==> src/logic/debug_halt_stretch.sv <==
// Halt request stretcher
// Keeps haltreq up for HALT_HOLD cycles after the debug request drops
`default_nettype none

module debug_halt_stretch #(
   parameter int HALT_HOLD = 5
) (
   input  wire logic rvvi,
   input  wire logic rst_n_i,
   input  wire logic debug_req_i,
   output logic      haltreq_o
);

   localparam int CNT_W = $clog2(HALT_HOLD + 1);

   logic [CNT_W-1:0] cnt_q;
   logic [CNT_W-1:0] cnt_d;

   // Reload on every request cycle, else run down to zero
   always_comb begin
      if (debug_req_i) begin
         cnt_d = CNT_W'(HALT_HOLD);
      end else if (cnt_q != '0) begin
         cnt_d = cnt_q - CNT_W'(1);
      end else begin
         cnt_d = '0;
      end
   end

   always_ff @(posedge rvvi) begin
      if (!rst_n_i) begin
         cnt_q     <= '0;
         haltreq_o <= 1'b0;
      end else begin
         cnt_q     <= cnt_d;
         // Same as cnt_q != 0, one flop closer to the port
         haltreq_o <= (cnt_d != '0);
      end
   end

endmodule

`default_nettype wire

==> config.mk <==
export PLATFORM = sky130hd
export DESIGN_NAME = debug_halt_stretch
export DESIGN_NICKNAME = d
export VERILOG_FILES = /design/src/logic/debug_halt_stretch.sv
export SDC_FILE = /design/constraint.sdc
export NUM_CORES = 1
export LEC_CHECK = 0
export ABC_CLOCK_PERIOD_IN_PS = 2100
export BUFFER_PORTS_ARGS = -buffer_cell sky130_fd_sc_hd__clkbuf_2
export CAP_MARGIN = 0
export CELL_PAD_IN_SITES_DETAIL_PLACEMENT = 2
export CELL_PAD_IN_SITES_GLOBAL_PLACEMENT = 2
export CORE_AREA = 2 2 39 41
export DETAILED_ROUTE_END_ITERATION = 7
export DIE_AREA = 0 0 41 43
export PLACE_DENSITY_LB_ADDON = 0.25
export SETUP_SLACK_MARGIN = 0.1
export SKIP_CTS_REPAIR_TIMING = 1
export SLEW_MARGIN = 10
export SYNTH_ARGS = -nofsm -noshare
export SYNTH_HDL_FRONTEND = slang
export SYNTH_SLANG_ARGS = --single-unit
==> constraint.sdc <==
create_clock -name rvvi -period 2.1 [get_ports rvvi]
set_input_delay 0.105 -clock rvvi [delete_from_list [all_inputs] [get_ports rvvi]]
set_output_delay 0.105 -clock rvvi [all_outputs]
set_load 0.01 [all_outputs]
==> impl_metrics.json <==
{
  "clk_pin_slew_worst_paths_ns": 0.04,
  "setup_viol": 0,
  "worst_slack_ns": 0.7584,
  "place.gp.congestion": 0.6439,
  "num_vias": 144,
  "placedCellCount": 37,
  "rsz0062_at_grt": "false",
  "die_area_um2": 1763,
  "final_util_pct": 17.09,
  "final_cells": 40,
  "drtIter0Drc": 0,
  "numCtsBuffers": 3,
  "antenna_found_initial": 0,
  "fmax_mhz": 745.4,
  "synthTopCellsByArea": "dfxtp_1 (45%), ha_1 (14%), o21a_1 (8.4%), o41a_1 (6.3%), a21oi_1 (5.6%)",
  "area_delta_synth_final_pct": 32.17,
  "power_density_nw_per_um2": 844.7,
  "ant_nets": 0,
  "cp.buffers_inverters": 1,
  "place_ws_ns": 0.7712,
  "whs_ns": 0.1025,
  "diodes": 0,
  "p_leak_nw": 0.1054,
  "ios": 4,
  "cts_root_buffer": "clkbuf_4",
  "cp_top_family": "compound AO/OA/AOI/OAI gates",
  "startpoint_type": "flip-flop",
  "seqCellArea_um2": 80.08,
  "port_buffers": 3,
  "first_global_vias": 182,
  "dp_hpwl_um": 298.3,
  "yosys.area.top_type": "dfxtp_1",
  "peakVddDrop_uv": 218.0,
  "viasPerCell": 3.600,
  "maxSlewViolCount": 0,
  "max_slew_margin_pct": 86.23,
  "track_usage_pct": 7.222,
  "drv_cap": 0,
  "die_x_um": 41,
  "crit_chain": "nor2_1, inv_1, ha_1, o41a_1",
  "clock_skew_ns": 0.005317,
  "grt_first_pass_wirelength_um": 752,
  "postRouteWirelength_um": 413,
  "cp_max_fo": 4,
  "ys_seq_area_share_pct": 44.76,
  "crit_type": "flip-flop to flip-flop",
  "initial_core_util_pct": 12.93,
  "grt_overflow": 0,
  "n_fill_cell": 161,
  "clockBufferDepth": 2,
  "wl_per_cell_um": 10.33,
  "cts-htree-levels": 1,
  "core_area_um2": 1384,
  "grt_max_degree": 5,
  "row_count": 14,
  "chipHeight_um": 43,
  "setup_tns_ns": 0,
  "crit_path_end_kind": "flip-flop",
  "period_share_pct": 63.89,
  "critPathArrivalTime_ns": 1.44,
  "yosysWarnings": 0,
  "cts_sinks": 4,
  "hp-class": "input port to flip-flop",
  "hold_viol_final": 0,
  "syn_area_per_cell_um2": 9.940,
  "clock_latency_ns": 0.23,
  "critPathMaxStageDelay_ns": 0.42,
  "crit_required_ns": 2.20,
  "cts_tree": "done",
  "drc_errors": 0,
  "netlist_instances": 18,
  "multi_input_area_um2": 91.34,
  "syn-num-nets": 23,
  "finalCriticalPeriod_ns": 1.342,
  "status": "completed",
  "nets": 31,
  "synth-seq-cells": 4,
  "worst_pin_slew_ns": 0.2058,
  "synthDominantCellAreaShare_pct": 44.76,
  "drive_gt1_share_pct": 29.17,
  "synth_cell_types": 10,
  "dr.pass1.iters": 1,
  "slowest_stage": "o41a_1",
  "synthesis.area_um2": 178.9
}
Yosys cell counts:
cell	instances
a21oi_1	2
and2_4	1
dfxtp_1	4
ha_1	2
inv_1	2
nand2b_1	1
nor2_1	2
nor3b_1	1
o21a_1	2
o41a_1	1
path summary, 6_finish.rpt:
check              end  slack (ns)  cells after the start        start
min           cnt_q[1]        0.10                      2  debug_req_i
min reg2reg   cnt_q[0]        0.58                      2     cnt_q[0]
max reg2reg  haltreq_o        0.76                      4     cnt_q[0]
max          haltreq_o        0.76                      4     cnt_q[0]
registers in the layout (all words and copies together), names as in the netlist:
register,flops
haltreq_o,1
cnt_q,3
cells in the final DEF (no fill, tap or decap):
cell | netlist | layout
a21oi_1 | 2 | 2
and2_4 | 1 | 1
clkbuf_2 | 0 | 3
clkbuf_4 | 0 | 3
dfxtp_1 | 4 | 4
ha_1 | 2 | 2
inv_1 | 2 | 2
nand2b_1 | 1 | 1
nor2_1 | 2 | 2
nor3b_1 | 1 | 1
o21a_1 | 2 | 2
o41a_1 | 1 | 1
report_power, final:
part,internal (mW),total [mW],switching (mW)
Clock,0.0637,0.0923,0.0285
Combinational,0.0103,0.0221,0.0118
Sequential,0.0817,0.0854,0.00372
through the flow:
step | area [um2] | total power [mW]
2_1_floorplan | 178.9 | 0.09942
3_3_place_gp | 214.0 | 0.1081
3_5_place_dp | 214.0 | 0.1088
4_1_cts | 236.5 | 0.2063
5_1_grt | 236.5 | 0.2195
6_report | 236.5 | 0.1998
metal layers:
layer  up-vias  share of wire (%)  GRT usage (%)  routed length (um)
li1         73                  -              -                   -
met1        67                 36          6.731                 147
met2         4                 60          10.31                 249
met3         0                3.9          3.141                  16
met4         0                  0          8.000                   0
met5         -                  0              0                   0
worst reg2reg max path, delay by kind of cell (launching register included):
kind                       cells  cell delay [ns]
and+or+nand+nor                1             0.19
DFF                            1             0.32
adders and majority gates      1             0.21
buffers and inverters          1             0.07
AOI/OAI and AO/OA              1             0.42
final cells by class:
class,instances,share of cell area [%]
well taps,16,8.466
repair buffers,3,6.349
clock buffers,3,9.524
inverters,2,3.175
flip-flops and latches,4,33.86
multi-input cells,12,38.62
kinds of logic after synthesis:
family,Yosys count,share of synthesized area [%]
AO/OA/AOI/OAI,5,20.28
adder cells (fa/ha/maj),2,13.98
buffers and inverters,2,4.197
flip-flops,4,44.76
AND/OR/NAND/NOR,5,16.79
No activity file was read; power rests on OpenSTA's default activity.
