$ cat config.mk
export PLATFORM = sky130hd
export DESIGN_NAME = csr_trace_merge
export DESIGN_NICKNAME = d
export VERILOG_FILES = /design/src/logic/rvvi_trace_pkg.sv /design/src/logic/csr_trace_merge.sv
export SDC_FILE = /design/constraint.sdc
export NUM_CORES = 1
export LEC_CHECK = 0
export ABC_AREA = 1
export BUFFER_PORTS_ARGS = -buffer_cell sky130_fd_sc_hd__buf_4
export CAP_MARGIN = 0
export CORE_AREA = 2 2 699 701
export DETAILED_ROUTE_END_ITERATION = 8
export DIE_AREA = 0 0 701 703
export PLACE_DENSITY = 0.31
export SLEW_MARGIN = 20
export SYNTH_ARGS = -nofsm -noshare
export SYNTH_HDL_FRONTEND = slang
export SYNTH_SLANG_ARGS = --single-unit
$ cat constraint.sdc
create_clock -name rvvi -period 1.8 [get_ports rvvi]
set_input_delay 0 -clock rvvi [delete_from_list [all_inputs] [get_ports rvvi]]
set_output_delay 0 -clock rvvi [all_outputs]
set_load 0.02 [all_outputs]
$ cat src/logic/rvvi_trace_pkg.sv
// Shared records, CSR index list and NMI cause codes for the trace bridge
// Blocks pull these in with a wildcard import where the body needs them
`default_nettype none

package rvvi_trace_pkg;

   // Data width of the traced hart
   localparam int XLEN = 32;

   ////////////////////////////////////////////////////////////
   // Instruction records

   // One retired instruction as the core reports it
   typedef struct packed {
      logic            valid;
      logic [63:0]     order;
      logic [XLEN-1:0] insn;
      logic            trap;
      logic            intr;
      logic [1:0]      mode;
      logic [1:0]      ixl;
      logic [XLEN-1:0] pc_rdata;
      logic [XLEN-1:0] pc_wdata;
      logic [4:0]      rd_addr;
      logic [XLEN-1:0] rd_wdata;
   } rvfi_instr_t;

   // Registered trace record, GPR write-back already decoded
   typedef struct packed {
      logic            valid;
      logic [63:0]     order;
      logic [XLEN-1:0] insn;
      logic            trap;
      logic            intr;
      logic [1:0]      mode;
      logic [1:0]      ixl;
      logic [XLEN-1:0] pc_rdata;
      logic [XLEN-1:0] pc_wdata;
      logic [XLEN-1:0] x_wb;
      logic [XLEN-1:0] x_wdata;
   } rvvi_instr_t;

   ////////////////////////////////////////////////////////////
   // CSR records

   // Read and write halves of one CSR access
   typedef struct packed {
      logic [XLEN-1:0] rdata;
      logic [XLEN-1:0] rmask;
      logic [XLEN-1:0] wdata;
      logic [XLEN-1:0] wmask;
   } csr_rec_t;

   // Traced CSRs, position is the array index
   typedef enum int unsigned {
      CSR_MSTATUS,
      CSR_MISA,
      CSR_MIE,
      CSR_MTVEC,
      CSR_MSCRATCH,
      CSR_MEPC,
      CSR_MCAUSE,
      CSR_MTVAL,
      CSR_MIP,
      CSR_MCYCLE,
      CSR_MINSTRET
   } csr_idx_e;

   localparam int NUM_CSR = int'(CSR_MINSTRET) + 1;

   ////////////////////////////////////////////////////////////
   // Interrupts

   // Named machine interrupt lines, local_irq[0] is irq bit 16
   typedef struct packed {
      logic [15:0] local_irq;
      logic        mext;
      logic        mtimer;
      logic        msw;
   } irq_lines_t;

   // NMI cause for a bus error on a load or a store
   localparam logic [XLEN-1:0] NMI_CAUSE_LOAD  = 32'd1024;
   localparam logic [XLEN-1:0] NMI_CAUSE_STORE = 32'd1025;

endpackage

`default_nettype wire

$ cat src/logic/csr_trace_merge.sv
// CSR merge stage of the trace bridge
// Folds each CSR read/write record into one value and flags write-backs
`default_nettype none

module csr_trace_merge (
   input  wire logic                        rvvi,
   input  wire logic                        rst_n_i,
   input  wire rvvi_trace_pkg::csr_rec_t    csr_rec_i [rvvi_trace_pkg::NUM_CSR],
   input  wire logic                        retire_i,
   output logic [rvvi_trace_pkg::XLEN-1:0]  csr_o     [rvvi_trace_pkg::NUM_CSR],
   output logic [rvvi_trace_pkg::NUM_CSR-1:0] csr_wb_o
);
   import rvvi_trace_pkg::*;

   logic [XLEN-1:0]    merged [NUM_CSR];
   logic [NUM_CSR-1:0] changed;

   ////////////////////////////////////////////////////////////
   // Merge and compare

   always_comb begin
      for (int k = 0; k < NUM_CSR; k++) begin
         // Written bits win
         // Read bits only count outside wmask and inside rmask
         merged[k] = (csr_rec_i[k].wdata & csr_rec_i[k].wmask)
                   | (csr_rec_i[k].rdata & ~csr_rec_i[k].wmask & csr_rec_i[k].rmask);
         // Against what went out last cycle
         changed[k] = (merged[k] != csr_o[k]);
      end
   end

   ////////////////////////////////////////////////////////////
   // Value and write-back flag

   always_ff @(posedge rvvi) begin
      if (!rst_n_i) begin
         for (int k = 0; k < NUM_CSR; k++) begin
            csr_o[k] <= '0;
         end
         csr_wb_o <= '0;
      end else begin
         for (int k = 0; k < NUM_CSR; k++) begin
            csr_o[k] <= merged[k];
            // Sticky until a retirement consumes it
            // A change in the same cycle keeps it set
            if (changed[k]) begin
               csr_wb_o[k] <= 1'b1;
            end else if (retire_i) begin
               csr_wb_o[k] <= 1'b0;
            end
         end
      end
   end

endmodule

`default_nettype wire

==> results.cfg <==
[global_routing]
antenna_found_initial = 228
grt_max_degree = 35
grt_pass1_wl_um = 405000
gr-total-overflow = 0
grt_pass1_vias = 38300
grt_use_total = 0.128

[sta]
setup_viol = 5
max-slew-margin-rel = 0.535
min_period_ps = 1840
fin_crit_sh = 1.02
worst_slack_ps = -41.1
fmax_ghz = 0.543
hold_violations = 4
final_max_slew_viol_count = 0
finClkSkew_ps = 36.0
holdWs_ps = -46.3
tightest_slew_ps = 696

[worst_hold_path]
hold_path_class = primary input to flop

[synthesis]
synthTopCellsByCount = nand2_1 (1266), inv_1 (690), nand3_1 (422)
synth_cell_types = 22
synth_warnings = 0
synth_top_area_share = 0.322
ys_seq_area_frac = 0.322
synth_fp_nets = 5107
yosysMostFrequentCell = nand2_1
syn_inst = 3696
ys_ff_latch = 363
synth_area_mm2 = 0.0225
synth_top_area_cell = dfxtp_1
yosys-top-cells-area = dfxtp_1 (32%), nand2_1 (21%), inv_1 (11%), nand3_1 (9.4%), a21oi_1 (6.8%)
synthFlopType = dfxtp_1
synth.avg_cell_area_um2 = 6.10
synth-edff-count = 0
ys_async_sr_fraction = 0

[placement]
dp_cells = 12000
placement.io_buffers = 1773
dp_hpwl_um = 299000
gp_congestion = 0.916

[detailed_routing]
dr.pass1.iters = 5
ant_nets = 0
route.detailed.drc = 0
wl_per_cell_um = 24.3
drt-total-wl_um = 331000
drt_iter0_drc = 2080
vias_per_cell = 2.80
vias = 38200

[critical_path]
critPathRequiredTime_ps = 2460
start_kind = primary input
end_kind = flop
criticalPathCategory = primary input to flop
worstPathMaxFanout = 2
crit_arrival_ps = 2500

[die]
start_util = 0.0465
dieWidth_um = 701
coreArea_mm2 = 0.485
rows = 256
ios = 1774
die_h_um = 703
dieArea_mm2 = 0.493

[power_and_ir_drop]
power_density_mw_per_mm2 = 547
vdd_ir_drop_max_mv = 0.901
power_leakage_nw = 29.0

[clock_network]
cts_sinks = 363
cts_tree = done
cts-buffers-inserted = 61
h-tree-depth = 2
clock_latency_ps = 780
clk_path_buf_depth = 3
cts-root-buf = clkbuf_16
clkTransAtPathRegs_ps = 70

[finish]
nFillCells = 56600
nNetsFinal = 8510
fin_util = 0.128
drive_above_1_share = 0.305
syn_to_final_growth_pct = 176
stdcell_count = 13700

[flow_run]
drv_cap = 0

[outcome]
outcome = finished, violations left
violations = hold timing, setup timing
==> state kept, by name, summed over array words and instances (netlist names) <==
| name | count |
|---|---|
| csr_wb_o | 11 |
| csr_o | 352 |
==> cell families after synthesis <==
family	count (synthesis)	share of synthesized area
AO/OA/AOI/OAI	398	0.0892
XOR/XNOR	45	0.0175
buffers and inverters	739	0.125
flip-flops	363	0.322
AND/OR/NAND/NOR	2151	0.446
==> final cells by class <==
type / count / area (um2) / area share
sequential: 363 / 7270 / 0.117
clock buffer: 87 / 1790 / 0.0288
clock inverter: 24 / 268 / 0.00430
timing repair buffer: 3381 / 29400 / 0.473
multi-input combinational: 2594 / 12600 / 0.203
inverter: 698 / 2630 / 0.0422
antenna: 60 / 150 / 0.00241
tap: 6450 / 8070 / 0.130
==> metrics by stage <==
stage                     total power [mW]  TNS (ps)  worst slack (ps)  instance area, um2
after detailed placement              18.6      -770              -359               44800
after floorplan                       12.1         0               684               22500
after global placement                18.6     -2320             -1820               44700
after CTS                             35.1      -601              -102               62300
after global routing                  36.0   -0.0855           -0.0855               62200
final                                 34.0     -99.8             -41.1               62200
==> layout by cell type (no fill, tap or decap), drive strengths merged <==
cell / n
buf: 1878
dlygate4sd3: 1497
nand2: 1266
inv: 700
nand3: 517
dfxtp: 363
a21oi: 308
nor2: 275
clkbuf: 87
o21ai: 84
nand3b: 82
diode: 60
xnor2: 34
clkinv: 14
xor2: 11
nand4: 11
a21o: 6
dlymetal6s4s: 6
clkinvlp: 4
bufinv: 4
==> final timing paths <==
check / start / to / slack (ps) / depth (start not counted)
setup / recovery: csr_rec_i[1327] / csr_o[335] / -40 / 7
hold / removal: csr_rec_i[714] / csr_wb_o[5] / -50 / 10
setup reg to reg: csr_o[138] / csr_wb_o[6] / 80 / 11
hold reg to reg: csr_o[321] / csr_wb_o[0] / 720 / 6
==> critical path: stages <==
cell and delay (ps):
dlygate4sd3_1 550, buf_4 140, dlygate4sd3_1 540, nand2_1 80, a21oi_1 60, dlygate4sd3_1 560, dlygate4sd3_1 560
==> where the power goes <==
group,internal (mW),switching [mW]
clock network,7.43,5.53
logic,6.09,6.06
registers,8.51,0.406
==> timing repair <==
item | 4_1_cts | 5_1_grt
hold buffers | 1539 | 47
pin swaps | 1 | 39
setup endpoints to repair | 4 | 74
buffers inserted | 0 | 4
resized for setup | 8 | 55
hold endpoints to repair | 363 | 26
==> per-layer routing <==
| layer | vias up | track usage | wire (um) |
|---|---|---|---|
| met1 | 17500 | 0.139 | 124000 |
| li1 | 18400 | - | - |
| met2 | 1695 | 0.212 | 153000 |
| met4 | 124 | 0.0285 | 8450 |
| met3 | 505 | 0.0778 | 44700 |
| met5 | - | 0.00835 | 805 |
Power figures use the tool's default switching activity.
