<file path="src/logic/rvvi_trace_pkg.sv">
// Shared records, CSR index list and NMI cause codes for the trace bridge
// Blocks pull these in with a wildcard import where the body needs them
`default_nettype none

package rvvi_trace_pkg;

   // Data width of the traced hart
   localparam int XLEN = 32;

   ////////////////////////////////////////////////////////////
   // Instruction records

   // One retired instruction as the core reports it
   typedef struct packed {
      logic            valid;
      logic [63:0]     order;
      logic [XLEN-1:0] insn;
      logic            trap;
      logic            intr;
      logic [1:0]      mode;
      logic [1:0]      ixl;
      logic [XLEN-1:0] pc_rdata;
      logic [XLEN-1:0] pc_wdata;
      logic [4:0]      rd_addr;
      logic [XLEN-1:0] rd_wdata;
   } rvfi_instr_t;

   // Registered trace record, GPR write-back already decoded
   typedef struct packed {
      logic            valid;
      logic [63:0]     order;
      logic [XLEN-1:0] insn;
      logic            trap;
      logic            intr;
      logic [1:0]      mode;
      logic [1:0]      ixl;
      logic [XLEN-1:0] pc_rdata;
      logic [XLEN-1:0] pc_wdata;
      logic [XLEN-1:0] x_wb;
      logic [XLEN-1:0] x_wdata;
   } rvvi_instr_t;

   ////////////////////////////////////////////////////////////
   // CSR records

   // Read and write halves of one CSR access
   typedef struct packed {
      logic [XLEN-1:0] rdata;
      logic [XLEN-1:0] rmask;
      logic [XLEN-1:0] wdata;
      logic [XLEN-1:0] wmask;
   } csr_rec_t;

   // Traced CSRs, position is the array index
   typedef enum int unsigned {
      CSR_MSTATUS,
      CSR_MISA,
      CSR_MIE,
      CSR_MTVEC,
      CSR_MSCRATCH,
      CSR_MEPC,
      CSR_MCAUSE,
      CSR_MTVAL,
      CSR_MIP,
      CSR_MCYCLE,
      CSR_MINSTRET
   } csr_idx_e;

   localparam int NUM_CSR = int'(CSR_MINSTRET) + 1;

   ////////////////////////////////////////////////////////////
   // Interrupts

   // Named machine interrupt lines, local_irq[0] is irq bit 16
   typedef struct packed {
      logic [15:0] local_irq;
      logic        mext;
      logic        mtimer;
      logic        msw;
   } irq_lines_t;

   // NMI cause for a bus error on a load or a store
   localparam logic [XLEN-1:0] NMI_CAUSE_LOAD  = 32'd1024;
   localparam logic [XLEN-1:0] NMI_CAUSE_STORE = 32'd1025;

endpackage

`default_nettype wire

</file>
<file path="src/logic/irq_change_detect.sv">
// Interrupt view of the trace bridge
// Splits irq_i into named lines and pulses once per change of the vector
`default_nettype none

module irq_change_detect (
   input  wire logic                        rvvi,
   input  wire logic                        rst_n_i,
   input  wire logic [rvvi_trace_pkg::XLEN-1:0] irq_i,
   output rvvi_trace_pkg::irq_lines_t       irq_lines_o,
   output logic                             irq_update_o
);
   import rvvi_trace_pkg::*;

   // Last sampled vector, all 32 bits
   logic [XLEN-1:0] irq_q;

   always_ff @(posedge rvvi) begin
      if (!rst_n_i) begin
         irq_q        <= '0;
         irq_update_o <= 1'b0;
      end else begin
         irq_q        <= irq_i;
         // Unmapped bits count as a change too
         irq_update_o <= (irq_i != irq_q);
      end
   end

   ////////////////////////////////////////////////////////////
   // Named lines, plain wiring from the register

   assign irq_lines_o.msw       = irq_q[3];
   assign irq_lines_o.mtimer    = irq_q[7];
   assign irq_lines_o.mext      = irq_q[11];
   assign irq_lines_o.local_irq = irq_q[31:16];

endmodule

`default_nettype wire

</file>
<file path="config.mk">
export PLATFORM = sky130hd
export DESIGN_NAME = irq_change_detect
export DESIGN_NICKNAME = d
export VERILOG_FILES = /design/src/logic/rvvi_trace_pkg.sv /design/src/logic/irq_change_detect.sv
export SDC_FILE = /design/constraint.sdc
export NUM_CORES = 1
export LEC_CHECK = 0
export BUFFER_PORTS_ARGS = -buffer_cell sky130_fd_sc_hd__buf_2
export CAP_MARGIN = 20
export CORE_ASPECT_RATIO = 0.75
export CORE_MARGIN = 3
export CORE_UTILIZATION = 42
export DETAILED_ROUTE_END_ITERATION = 10
export PLACE_DENSITY = 0.69
export SYNTH_ARGS = -nofsm -noshare
export SYNTH_HDL_FRONTEND = slang
export SYNTH_SLANG_ARGS = --single-unit
</file>
<file path="constraint.sdc">
create_clock -name rvvi -period 1.35 [get_ports rvvi]
set_input_delay 0.135 -clock rvvi [delete_from_list [all_inputs] [get_ports rvvi]]
set_output_delay 0.135 -clock rvvi [all_outputs]
set_load 0.01 [all_outputs]
</file>
==> run_results.csv <==
group,metric,value,unit
outcome,status,"complete, no violations",
worst_setup_path,critical_path_class,"flip-flop to flip-flop",
synth,netlist_instances,130,
cts,numCtsBuffers,5,
synth,synth_compound_area_share,0.549,%
synth,ys_types,9,
routing,vias,903,
job,maxCapViolCount,0,
die,dieWidth,71.9,um
cts,tritoncts,"built",
worst_setup_path,reg2regPathDepth,4,
synth,ys_ff_latch,33,
timing,setup-tns-final,0,ns
timing,rsz0062_at_grt,"no",
synth,yosysSeqAreaShare,48.4,%
die,coreArea,3020,um^2
synth,syn_nets,164,
cts,cts_root_buf,"clkbuf_8",
synth,synth.area.mux_share,0,%
worst_setup_path,critPathLaunchType,"flip-flop",
worst_setup_path,path_cells,"xnor2_1, nand4_1, nor4_1, a21boi_1",
timing,worst_pin_slew,0.419,ns
cells_and_area,multi_input_area,552,um^2
timing,post-route-min-period,1.15,ns
place,port_buffers,53,
synth,synthAdderAreaFrac,0,%
cells_and_area,regArea,661,um^2
routing,ant_nets,0,
timing,finalHoldViolCount,0,
global_route,use_met1,13.5,%
worst_setup_path,crit_family,"simple AND/OR/NAND/NOR gates",
cts,cts.htree.levels,2,
worst_setup_path,crit_cells,4,
routing,wirelength,2230,um
worst_setup_path,crit_fanout,2,
cts,ctsLongestPathBuffers,2,
routing,drc,0,
timing,slew_violations,0,
routing,drt_pass1_iterations,2,
synth,syn_avg_cell_area,10.5,um^2
synth,synth-simple-area-share,19.3,%
worst_setup_path,path_buf_inv,0,
worst_setup_path,rrSetupSlack,0.20,ns
place,gp_congestion,0.666,
die,die-area,3980,um^2
die,start_util,45.2,%
worst_setup_path,setup.worst_path.end,"irq_update_o",
die,rows,17,
worst_setup_path,crit_start,"irq_q[20]",
cells_and_area,diodes,0,
synth,ys_warn_count,0,
synth,yosysTopAreaCell,"dfxtp_1",
global_route,track_usage,12.4,%
timing,fmax,870,MHz
worst_setup_path,critical_path.endpoint_type,"flip-flop",
cells_and_area,drive_above_1_share,34.9,%
global_route,grt_pass1_wl,3860,um
synth,netlist_top_cells_area,"dfxtp_1 48%, xnor2_1 21%, and2_1 14%",
die,die_height,55.4,um
worst_setup_path,reg2reg_to,"irq_update_o",
global_route,grt_use_met2,20.9,%
timing,setup_viol,0,
pwr,vdd_drop_max,0.754,mV
synth,synth_top_area_share,48.4,%
cells_and_area,syn_to_final_growth,17.5,%
timing,final.setup_skew,0.00115,ns
cells_and_area,n_fill_cell,285,
routing,drt-initial-drc-count,12,
worst_hold_path,min_path_type,"input port to flip-flop",
place,hpwl,1810,um
pwr,powerDensity,1230,nW/um^2
worst_setup_path,r2r-start,"irq_q[20]",
global_route,grt_max_degree,34,
worst_setup_path,slowest_delay,0.33,ns
timing,max_slew_margin,72.0,%
cts,clk_pin_slew,0.06,ns
global_route,grt_pass1_vias,939,
worst_setup_path,critPathRequiredTime,1.50,ns
cts,hold_buffers,0,
cts,clkLatencyLatePin,0.27,ns
timing,finalCritPeriodShare,85.1,%
pwr,p_leak,0.690,nW
global_route,grt.met3_usage,4.91,%
routing,routed_via_density,4.36,
synth,synth_area,1370,um^2
synth,synthXorXnorAreaFrac,20.5,%
global_route,antenna_found_initial,0,
cts,post-cts-setup-buffers,0,
place,placed_area,1530,um^2
global_route,grt_overflow,0,
cells_and_area,finalInstanceArea,1610,um^2
cts,ctsResizeCount,0,
worst_setup_path,cp.arrival,1.30,ns
synth,synth_top_family_by_area,"XOR/XNOR gates",
cells_and_area,nets,202,
routing,wl_per_cell,10.8,um
worst_setup_path,cp_slowest_cell,"nor4_1",
global_route,top_usage_layer,"met2",
cts,cts_sinks,33,
die,ios,54,
-- per-layer routing --
layer	up-vias	routed length [um]
met5	-	0
met4	0	27
met2	24	1080
met1	408	954
met3	5	168
li1	466	-
-- synth_stat cells (all sizes together) --
library cell,number
dfxtp,33
and2,32
xnor2,32
buf,19
nand4,8
clkbuf,3
nor4,2
a21boi,1
-- report_power, final --
part           total, mW  internal (mW)  switching, mW
clock              0.667          0.365          0.302
combinational      0.251          0.145          0.106
sequential          1.06           1.03         0.0280
-- worst register-to-register path, stage by stage, from the launching register on --
cell and delay [ns]:
dfxtp_1 0.32, xnor2_1 0.15, nand4_1 0.13, nor4_1 0.33
a21boi_1 0.10
-- layout by cell type (no fill, tap or decap) --
master    synthesis  layout
clkbuf_1          3       3
nand4_1           8       8
and2_1           31      31
buf_2             0      53
dfxtp_1          33      33
xnor2_1          32      32
a21boi_1          1       1
clkbuf_8          0       5
and2_2            1       1
nor4_1            2       2
-- logic make-up after synthesis --
kind of cell / Yosys count
DFF: 33
buffers and inverters: 22
xor gates and xnor gates: 32
AOI/OAI and AO/OA: 1
and+or+nand+nor: 42
-- worst min-delay path by stage --
stage                   start        end  cells past startpoint
floorplan            irq_i[0]   irq_q[0]                      1
CTS                 irq_i[20]  irq_q[20]                      2
global route        irq_i[14]  irq_q[14]                      2
detailed placement  irq_i[20]  irq_q[20]                      2
global placement    irq_i[20]  irq_q[20]                      2
finish              irq_i[20]  irq_q[20]                      2
-- through the flow --
stage | cells | hold WS (ns) | power (mW) | util, % | setup slack (ns)
2_1_floorplan | 130 | 0.257 | 1.26 | - | 0.358
4_1_cts | 207 | 0.0772 | 2.01 | 53.1 | 0.154
3_5_place_dp | 199 | 0.366 | 1.33 | 50.5 | 0.166
5_1_grt | 207 | 0.0746 | 2.09 | 53.1 | 0.0597
6_report | 207 | 0.0886 | 1.97 | 53.1 | 0.201
3_3_place_gp | 199 | 0.362 | 1.33 | 50.5 | 0.174
-- area by class of cell --
class	instances	share of cell area, %
flip-flops and latches	33	41.2
repair buffers	53	16.5
clock buffers	8	4.99
well taps	38	2.96
multi-input cells	75	34.4
-- flip-flops by register name, summed over array words and instances, names as in the netlist --
| signal | cells |
|---|---|
| irq_q | 32 |
| irq_update_o | 1 |
No activity file was read; power rests on OpenSTA's default activity.
