==> src/logic/rvvi_trace_pkg.sv <==
// Shared records, CSR index list and NMI cause codes for the trace bridge
// Blocks pull these in with a wildcard import where the body needs them
`default_nettype none

package rvvi_trace_pkg;

   // Data width of the traced hart
   localparam int XLEN = 32;

   ////////////////////////////////////////////////////////////
   // Instruction records

   // One retired instruction as the core reports it
   typedef struct packed {
      logic            valid;
      logic [63:0]     order;
      logic [XLEN-1:0] insn;
      logic            trap;
      logic            intr;
      logic [1:0]      mode;
      logic [1:0]      ixl;
      logic [XLEN-1:0] pc_rdata;
      logic [XLEN-1:0] pc_wdata;
      logic [4:0]      rd_addr;
      logic [XLEN-1:0] rd_wdata;
   } rvfi_instr_t;

   // Registered trace record, GPR write-back already decoded
   typedef struct packed {
      logic            valid;
      logic [63:0]     order;
      logic [XLEN-1:0] insn;
      logic            trap;
      logic            intr;
      logic [1:0]      mode;
      logic [1:0]      ixl;
      logic [XLEN-1:0] pc_rdata;
      logic [XLEN-1:0] pc_wdata;
      logic [XLEN-1:0] x_wb;
      logic [XLEN-1:0] x_wdata;
   } rvvi_instr_t;

   ////////////////////////////////////////////////////////////
   // CSR records

   // Read and write halves of one CSR access
   typedef struct packed {
      logic [XLEN-1:0] rdata;
      logic [XLEN-1:0] rmask;
      logic [XLEN-1:0] wdata;
      logic [XLEN-1:0] wmask;
   } csr_rec_t;

   // Traced CSRs, position is the array index
   typedef enum int unsigned {
      CSR_MSTATUS,
      CSR_MISA,
      CSR_MIE,
      CSR_MTVEC,
      CSR_MSCRATCH,
      CSR_MEPC,
      CSR_MCAUSE,
      CSR_MTVAL,
      CSR_MIP,
      CSR_MCYCLE,
      CSR_MINSTRET
   } csr_idx_e;

   localparam int NUM_CSR = int'(CSR_MINSTRET) + 1;

   ////////////////////////////////////////////////////////////
   // Interrupts

   // Named machine interrupt lines, local_irq[0] is irq bit 16
   typedef struct packed {
      logic [15:0] local_irq;
      logic        mext;
      logic        mtimer;
      logic        msw;
   } irq_lines_t;

   // NMI cause for a bus error on a load or a store
   localparam logic [XLEN-1:0] NMI_CAUSE_LOAD  = 32'd1024;
   localparam logic [XLEN-1:0] NMI_CAUSE_STORE = 32'd1025;

endpackage

`default_nettype wire

==> src/logic/retire_trace_stage.sv <==
// Retired-instruction stage of the trace bridge
// Registers the core's retirement record and decodes the GPR write-back
`default_nettype none

module retire_trace_stage (
   input  wire logic                       rvvi,
   input  wire logic                       rst_n_i,
   input  wire rvvi_trace_pkg::rvfi_instr_t rvfi_i,
   output rvvi_trace_pkg::rvvi_instr_t     trace_o
);
   import rvvi_trace_pkg::*;

   ////////////////////////////////////////////////////////////
   // GPR write-back decode

   logic [XLEN-1:0] x_wb_d;
   logic [XLEN-1:0] x_wdata_d;

   always_comb begin
      // One-hot on rd, x0 keeps its bit in the mask
      x_wb_d = '0;
      x_wb_d[rvfi_i.rd_addr] = 1'b1;
      // Writes to x0 carry no data
      if (rvfi_i.rd_addr != 5'd0) begin
         x_wdata_d = rvfi_i.rd_wdata;
      end else begin
         x_wdata_d = '0;
      end
   end

   ////////////////////////////////////////////////////////////
   // Trace register

   always_ff @(posedge rvvi) begin
      if (!rst_n_i) begin
         trace_o <= '0;
      end else begin
         // Straight copy of the instruction fields
         trace_o.valid    <= rvfi_i.valid;
         trace_o.order    <= rvfi_i.order;
         trace_o.insn     <= rvfi_i.insn;
         trace_o.trap     <= rvfi_i.trap;
         trace_o.intr     <= rvfi_i.intr;
         trace_o.mode     <= rvfi_i.mode;
         trace_o.ixl      <= rvfi_i.ixl;
         trace_o.pc_rdata <= rvfi_i.pc_rdata;
         trace_o.pc_wdata <= rvfi_i.pc_wdata;
         // Decoded write-back
         trace_o.x_wb     <= x_wb_d;
         trace_o.x_wdata  <= x_wdata_d;
      end
   end

endmodule

`default_nettype wire

==> config.mk <==
export PLATFORM = sky130hd
export DESIGN_NAME = retire_trace_stage
export DESIGN_NICKNAME = d
export VERILOG_FILES = /design/src/logic/rvvi_trace_pkg.sv /design/src/logic/retire_trace_stage.sv
export SDC_FILE = /design/constraint.sdc
export NUM_CORES = 1
export LEC_CHECK = 0
export BUFFER_PORTS_ARGS = -buffer_cell sky130_fd_sc_hd__buf_2
export CORE_AREA = 3 3 168 170
export CTS_CLUSTER_DIAMETER = 100
export DETAILED_ROUTE_END_ITERATION = 10
export DIE_AREA = 0 0 171 173
export PLACE_DENSITY = 0.6
export REMOVE_ABC_BUFFERS = 1
export SYNTH_ARGS = -nofsm -noshare
export SYNTH_HDL_FRONTEND = slang
export SYNTH_SLANG_ARGS = --single-unit
==> constraint.sdc <==
create_clock -name rvvi -period 1.17 [get_ports rvvi]
set_input_delay 0.234 -clock rvvi [delete_from_list [all_inputs] [get_ports rvvi]]
set_output_delay 0.234 -clock rvvi [all_outputs]
set_load 0.01 [all_outputs]
==> results.yml, run 1 <==
final_layout:
  seqCellArea_um2: 4820
  fin_cells: 1549
  drive_gt1_share_pct: 54.4
  syn2layout_area_growth_pct: 107
  largest_reg_flops: 231
  layout.cells.most_common: "buf_2"
  multi_input_area_um2: 1560
  top_register: "trace_o"
  nets: 1401
  num_antenna_cells: 0
  fillers: 2306
  reg_top3: "trace_o (231)"
  mostFrequentLayoutCells: "buf_2 (277), dlygate4sd3_1 (198), and2_1 (167), buf_6 (158), dfxtp_2 (158)"
sta:
  setup-violations-final: 59
  rsz0062_at_grt: "yes"
  final-hold-violation-count: 0
  period_share_pct: 103
  worst_pin_slew_ps: 252
  relSlewSlack_pct: 83.2
  drv_slew: 0
  setup_tns_ps: -412
  fmax_mhz: 828
  fin_ws_ps: -38.3
  min_period_ps: 1210
yosys:
  netlist_instances: 537
  synth_fa_ha_area_share_pct: 0
  synth_top_area_share_pct: 73.5
  avgSynthCellArea_um2: 11.7
  synth_mux_area_share_pct: 0
  synth_xor_area_share_pct: 0
  synth_seq_cells: 231
  synth_cell_types: 13
  synth-simple-area-share_pct: 22.1
  synth_top_family_by_area: "simple AND/OR/NAND/NOR gates"
  synth_seq_area_share_pct: 73.5
  synth_warnings: 0
  syn-cell-area_um2: 6290
  synth_compound_gate_area_share_pct: 2.55
  synthTopCellsByArea: "dfxtp_1 (73%), and2_1 (17%), a21oi_1 (2.5%)"
  yosysTopAreaCell: "dfxtp_1"
die:
  core_area_um2: 26900
  start_util_pct: 23.4
  pin_count: 437
  die_w_um: 171
  dieArea_um2: 29600
  num_rows: 60
  die_y_um: 173
pwr:
  power_uw: 18500
  p_leak_uw: 0.00609
  p_per_area_nw_per_um2: 1420
  peakVddDrop_mv: 0.967
worst_setup_path:
  end_kind: "output port"
  critPathSlowestCell: "dfxtp_1"
  path_cells: "buf_2"
  max_stage_delay_ps: 330
  cp.buffers_inverters: 1
  crit_type: "reg2out"
  crit_arrival_ps: 970
  cp_top_family: "flip-flops"
  critPathLaunchType: "flip-flop"
  cp_max_fo: 1
  crit_required_ps: 940
clock_network:
  numCtsBuffers: 25
  cts.root.buffer_cell: "clkbuf_16"
  clkSlewWorstSetupHoldPaths_ps: 60
  cts_tree: "done"
  cts.htree.levels: 1
  cts_sinks: 231
  cts.path.max_buffers: 3
detailed_routing:
  via_per_inst: 3.97
  drt-initial-drc-count: 183
  dr.pass1.iters: 4
  antenna_left: 0
  finalWirelength_um: 25100
  wl_per_cell_um: 16.2
  drc: 0
  vias: 6150
hold_path:
  worst_hold_path_type: "in2reg"
run_status:
  violations: "setup timing"
  status: "finished with violations"
flow_run:
  cap_violations: 0
global_route:
  overflow: 0
  grt.total_usage_pct: 15.4
  antenna_found_initial: 1
  grt_max_degree: 47
  grt_pass1_vias: 6770
  grt_pass1_wl_um: 35900
placed_design:
  io_buffer_count: 436
  dp_hpwl_um: 16100
  dp.cells: 1311
  place_worst_setup_slack_ps: 12.8
  gp_congestion: 0.830
## stage by stage
stage	hold slack [ps]	utilization (%)	instance area [um2]
floorplan	350	-	6170
global placement	438	33.6	9040
detailed placement	442	33.6	9040
CTS	68.3	45.9	12300
global route	78.5	48.4	13000
finish	93.7	48.4	13000
## cell type report
type / instances / share of cell area, %
clock buffer: 36 / 5.59
clock inverter: 4 / 0.558
multi-input combinational: 277 / 12.0
sequential: 231 / 37.1
tap: 341 / 3.28
timing repair buffer: 660 / 41.5
## layer usage
metal	GRT usage [%]	wire length, um
met3	4.57	2000
met1	15.4	8710
met2	28.9	13200
met5	0	17
met4	6.57	1150
## cells in the mapped netlist
cell        n
clkbuf_2    1
nor2_1     33
buf_2       8
or3b_1      4
clkbuf_1   20
nand2_1    32
dfxtp_1   231
or3_1       1
and2_1    167
nor3_2      1
a21oi_1    32
nand3_1     2
nand3b_1    5
## cells by family after synthesis
kind of cell | Yosys count
compound gates | 32
simple gates | 245
buf+inv | 29
flops | 231
## report_power, final
| group | switching, uW | total, uW | internal [uW] |
|---|---|---|---|
| clock | 3010 | 7700 | 4700 |
| sequential | 162 | 8460 | 8300 |
| combinational | 888 | 2340 | 1450 |
## timing repair
item / in CTS / in global routing
resized for setup: 148 / 185
endpoints found under the setup margin: 231 / 231
hold endpoints to repair: 198 / 0
setup buffers: 0 / 0
hold buffers: 198 / 0
## path summary, 6_finish.rpt
| path | start | to | slack, ps | depth (start not counted) |
|---|---|---|---|---|
| hold / removal | rst_n_i | trace_o[91]$_SDFF_PN0_ | 90 | 2 |
| setup / recovery | trace_o[131]$_SDFF_PN0_ | trace_o[131] | -40 | 1 |
Note: power is estimated with default switching activity, not from simulation.
==> run 2: changes to the inputs <==
Settings changed: ABC_AREA set to 1, CORE_AREA 3 3 168 170 to 3 3 167 169, DIE_AREA 0 0 171 173 to 0 0 170 172, PLACE_DENSITY 0.6 to 0.62.
==> results.yml, run 2 <==
run_status:
  status: "finished with violations"
  violations: "setup timing"
global_route:
  overflow: 0
  antenna_found_initial: 1
  grt_pass1_wl_um: 34700
  grt_max_degree: 35
  grt_pass1_vias: 6943
  grt.total_usage_pct: 14.9
pwr:
  seqPwrFrac_pct: 46.9
  power_uw: 18000
  peakVddDrop_mv: 1.03
  switching_power_uw: 4110
  power.internal_uw: 13900
  p_comb_share_pct: 13.1
  p_per_area_nw_per_um2: 1390
  clockPowerShare_pct: 40.0
  p_leak_uw: 0.00735
  sw_frac_of_total_pct: 22.9
final_layout:
  drive_gt1_share_pct: 46.5
  reg_top3: "trace_o (231)"
  multi_input_area_um2: 1000
  largest_reg_flops: 231
  top_register: "trace_o"
  layout.cells.most_common: "buf_2"
  final_cell_area_um2: 13000
  mostFrequentLayoutCells: "buf_2 (299), inv_1 (203), dlygate4sd3_1 (199), nand2_1 (169), buf_6 (136)"
  syn2layout_area_growth_pct: 97.6
  seqCellArea_um2: 4800
  fillers: 2298
  nets: 1567
hold_path:
  min_path_cells: 3
  worst_hold_path_type: "in2reg"
sta:
  relSlewSlack_pct: 82.8
  drv_slew: 0
  worst_pin_slew_ps: 258
  fin_ws_ps: -55.9
  rsz0062_at_grt: "yes"
  setup-violations-final: 65
  fmax_mhz: 816
  min_period_ps: 1230
  final-hold-violation-count: 0
  period_share_pct: 105
yosys:
  synth_warnings: 0
  synth_cell_types: 14
  synth_flop_cell: "dfxtp_1"
  synth_seq_cells: 231
  yosysMostFrequentCell: "dfxtp_1"
  yosysTopAreaCell: "dfxtp_1"
  async_reset_ff_share_pct: 0
  synth_common_cells: "dfxtp_1 (231), inv_1 (203), nand2_1 (169)"
  syn-cell-area_um2: 6560
  synthTopCellsByArea: "dfxtp_1 (71%), inv_1 (12%), nand2_1 (9.7%)"
  synth_seq_area_share_pct: 70.5
  synth_top_area_share_pct: 70.5
  netlist_instances: 704
  synth_edf_count: 0
  avgSynthCellArea_um2: 9.32
worst_setup_path:
  cp.buffers_inverters: 1
  max_stage_delay_ps: 360
  cp_num_cells: 1
  cp_max_fo: 1
  path_cells: "buf_6"
  critPathLaunchType: "flip-flop"
  crit_required_ps: 940
  critPathSlowestCell: "dfxtp_4"
  crit_arrival_ps: 990
  crit_type: "reg2out"
  end_kind: "output port"
  cp_top_family: "flip-flops"
clock_network:
  cts.root.buffer_cell: "clkbuf_16"
  clkSlewWorstSetupHoldPaths_ps: 60
  numCtsBuffers: 24
  cts_sinks: 231
  cts.htree.levels: 1
  post_cts_buffers: 0
  cts_tree: "done"
  cts.path.max_buffers: 3
placed_design:
  placed_area_um2: 9200
  gp_congestion: 0.814
  io_buffer_count: 436
  dp_hpwl_um: 15200
die:
  die_y_um: 172
  die_w_um: 170
  dieArea_um2: 29200
  num_rows: 60
  pin_count: 437
  start_util_pct: 24.5
  core_area_um2: 26700
detailed_routing:
  finalWirelength_um: 24700
  wl_per_cell_um: 14.4
  dr.pass1.iters: 4
  antenna_left: 0
  drc: 0
  vias: 6687
  drt-initial-drc-count: 222
  via_per_inst: 3.89
flow_run:
  cap_violations: 0
## run 2: cell types whose count changed after synthesis, sizes merged, moves of 21 or more
| cell | before | now |
|---|---|---|
| inv | 0 | 203 |
| and2 | 167 | 0 |
| nand2 | 32 | 172 |
| nor2 | 33 | 67 |
| a21oi | 32 | 0 |
| clkbuf | 21 | 0 |
## run 2: final timing paths
| check | start | end | slack (ps) |
|---|---|---|---|
| worst max-delay path | trace_o[116]$_SDFF_PN0_ | trace_o[116] | -60 |
| worst min-delay path | rvfi_i[32] | trace_o[59]$_SDFF_PN0_ | 100 |
## run 2: repair_timing
item / 4_1_cts / 5_1_grt
resized for setup: 125 / 157
hold buffers: 199 / 0
endpoints found under the hold margin: 199 / 0
setup endpoints to repair: 231 / 231
## run 2: power by group through the flow
stage / clock [uW] / sequential (uW) / combinational, uW
final: 7200 / 8450 / 2350
after global routing: 7760 / 8470 / 2530
after CTS: 7420 / 8380 / 2140
after detailed placement: 0 / 8510 / 1520
after global placement: 0 / 8500 / 1500
after floorplan: 0 / 8720 / 305
## run 2: metrics by stage
step	util (%)	setup WS [ps]	hold slack, ps	instances	setup TNS [ps]
after floorplan	-	246	327	682	0
after global placement	34.4	84.9	413	1477	0
after detailed placement	34.4	66.8	418	1477	0
after CTS	46.3	-79.8	66.7	1718	-6000
after global routing	48.5	-86.4	91.0	1719	-8370
final	48.5	-55.9	96.6	1719	-417
## run 2: cell families (layout without fill, tap and decap cells)
logic type	after synthesis	after routing	share of synthesized area, %
simple gates	248	248	15.2
buf+inv	225	898	14.3
other cells	0	1	0
flops	231	231	70.5
## run 2: final cells by class
type | instances | area share [%]
Clock buffer | 38 | 5.59
Inverter | 203 | 5.88
Multi-Input combinational cell | 248 | 7.71
Sequential cell | 231 | 37.0
Timing Repair Buffer | 653 | 40.3
Clock inverter | 4 | 0.174
Tap cell | 341 | 3.29
Antenna cell | 1 | 0.0193
## run 2: layer usage
layer	share of wire, %	vias up	GRT usage (%)
li1	-	3238	-
met5	0	-	0
met2	53	339	28.7
met1	34	3044	14.1
met3	9.1	66	5.42
met4	3.6	0	6.56
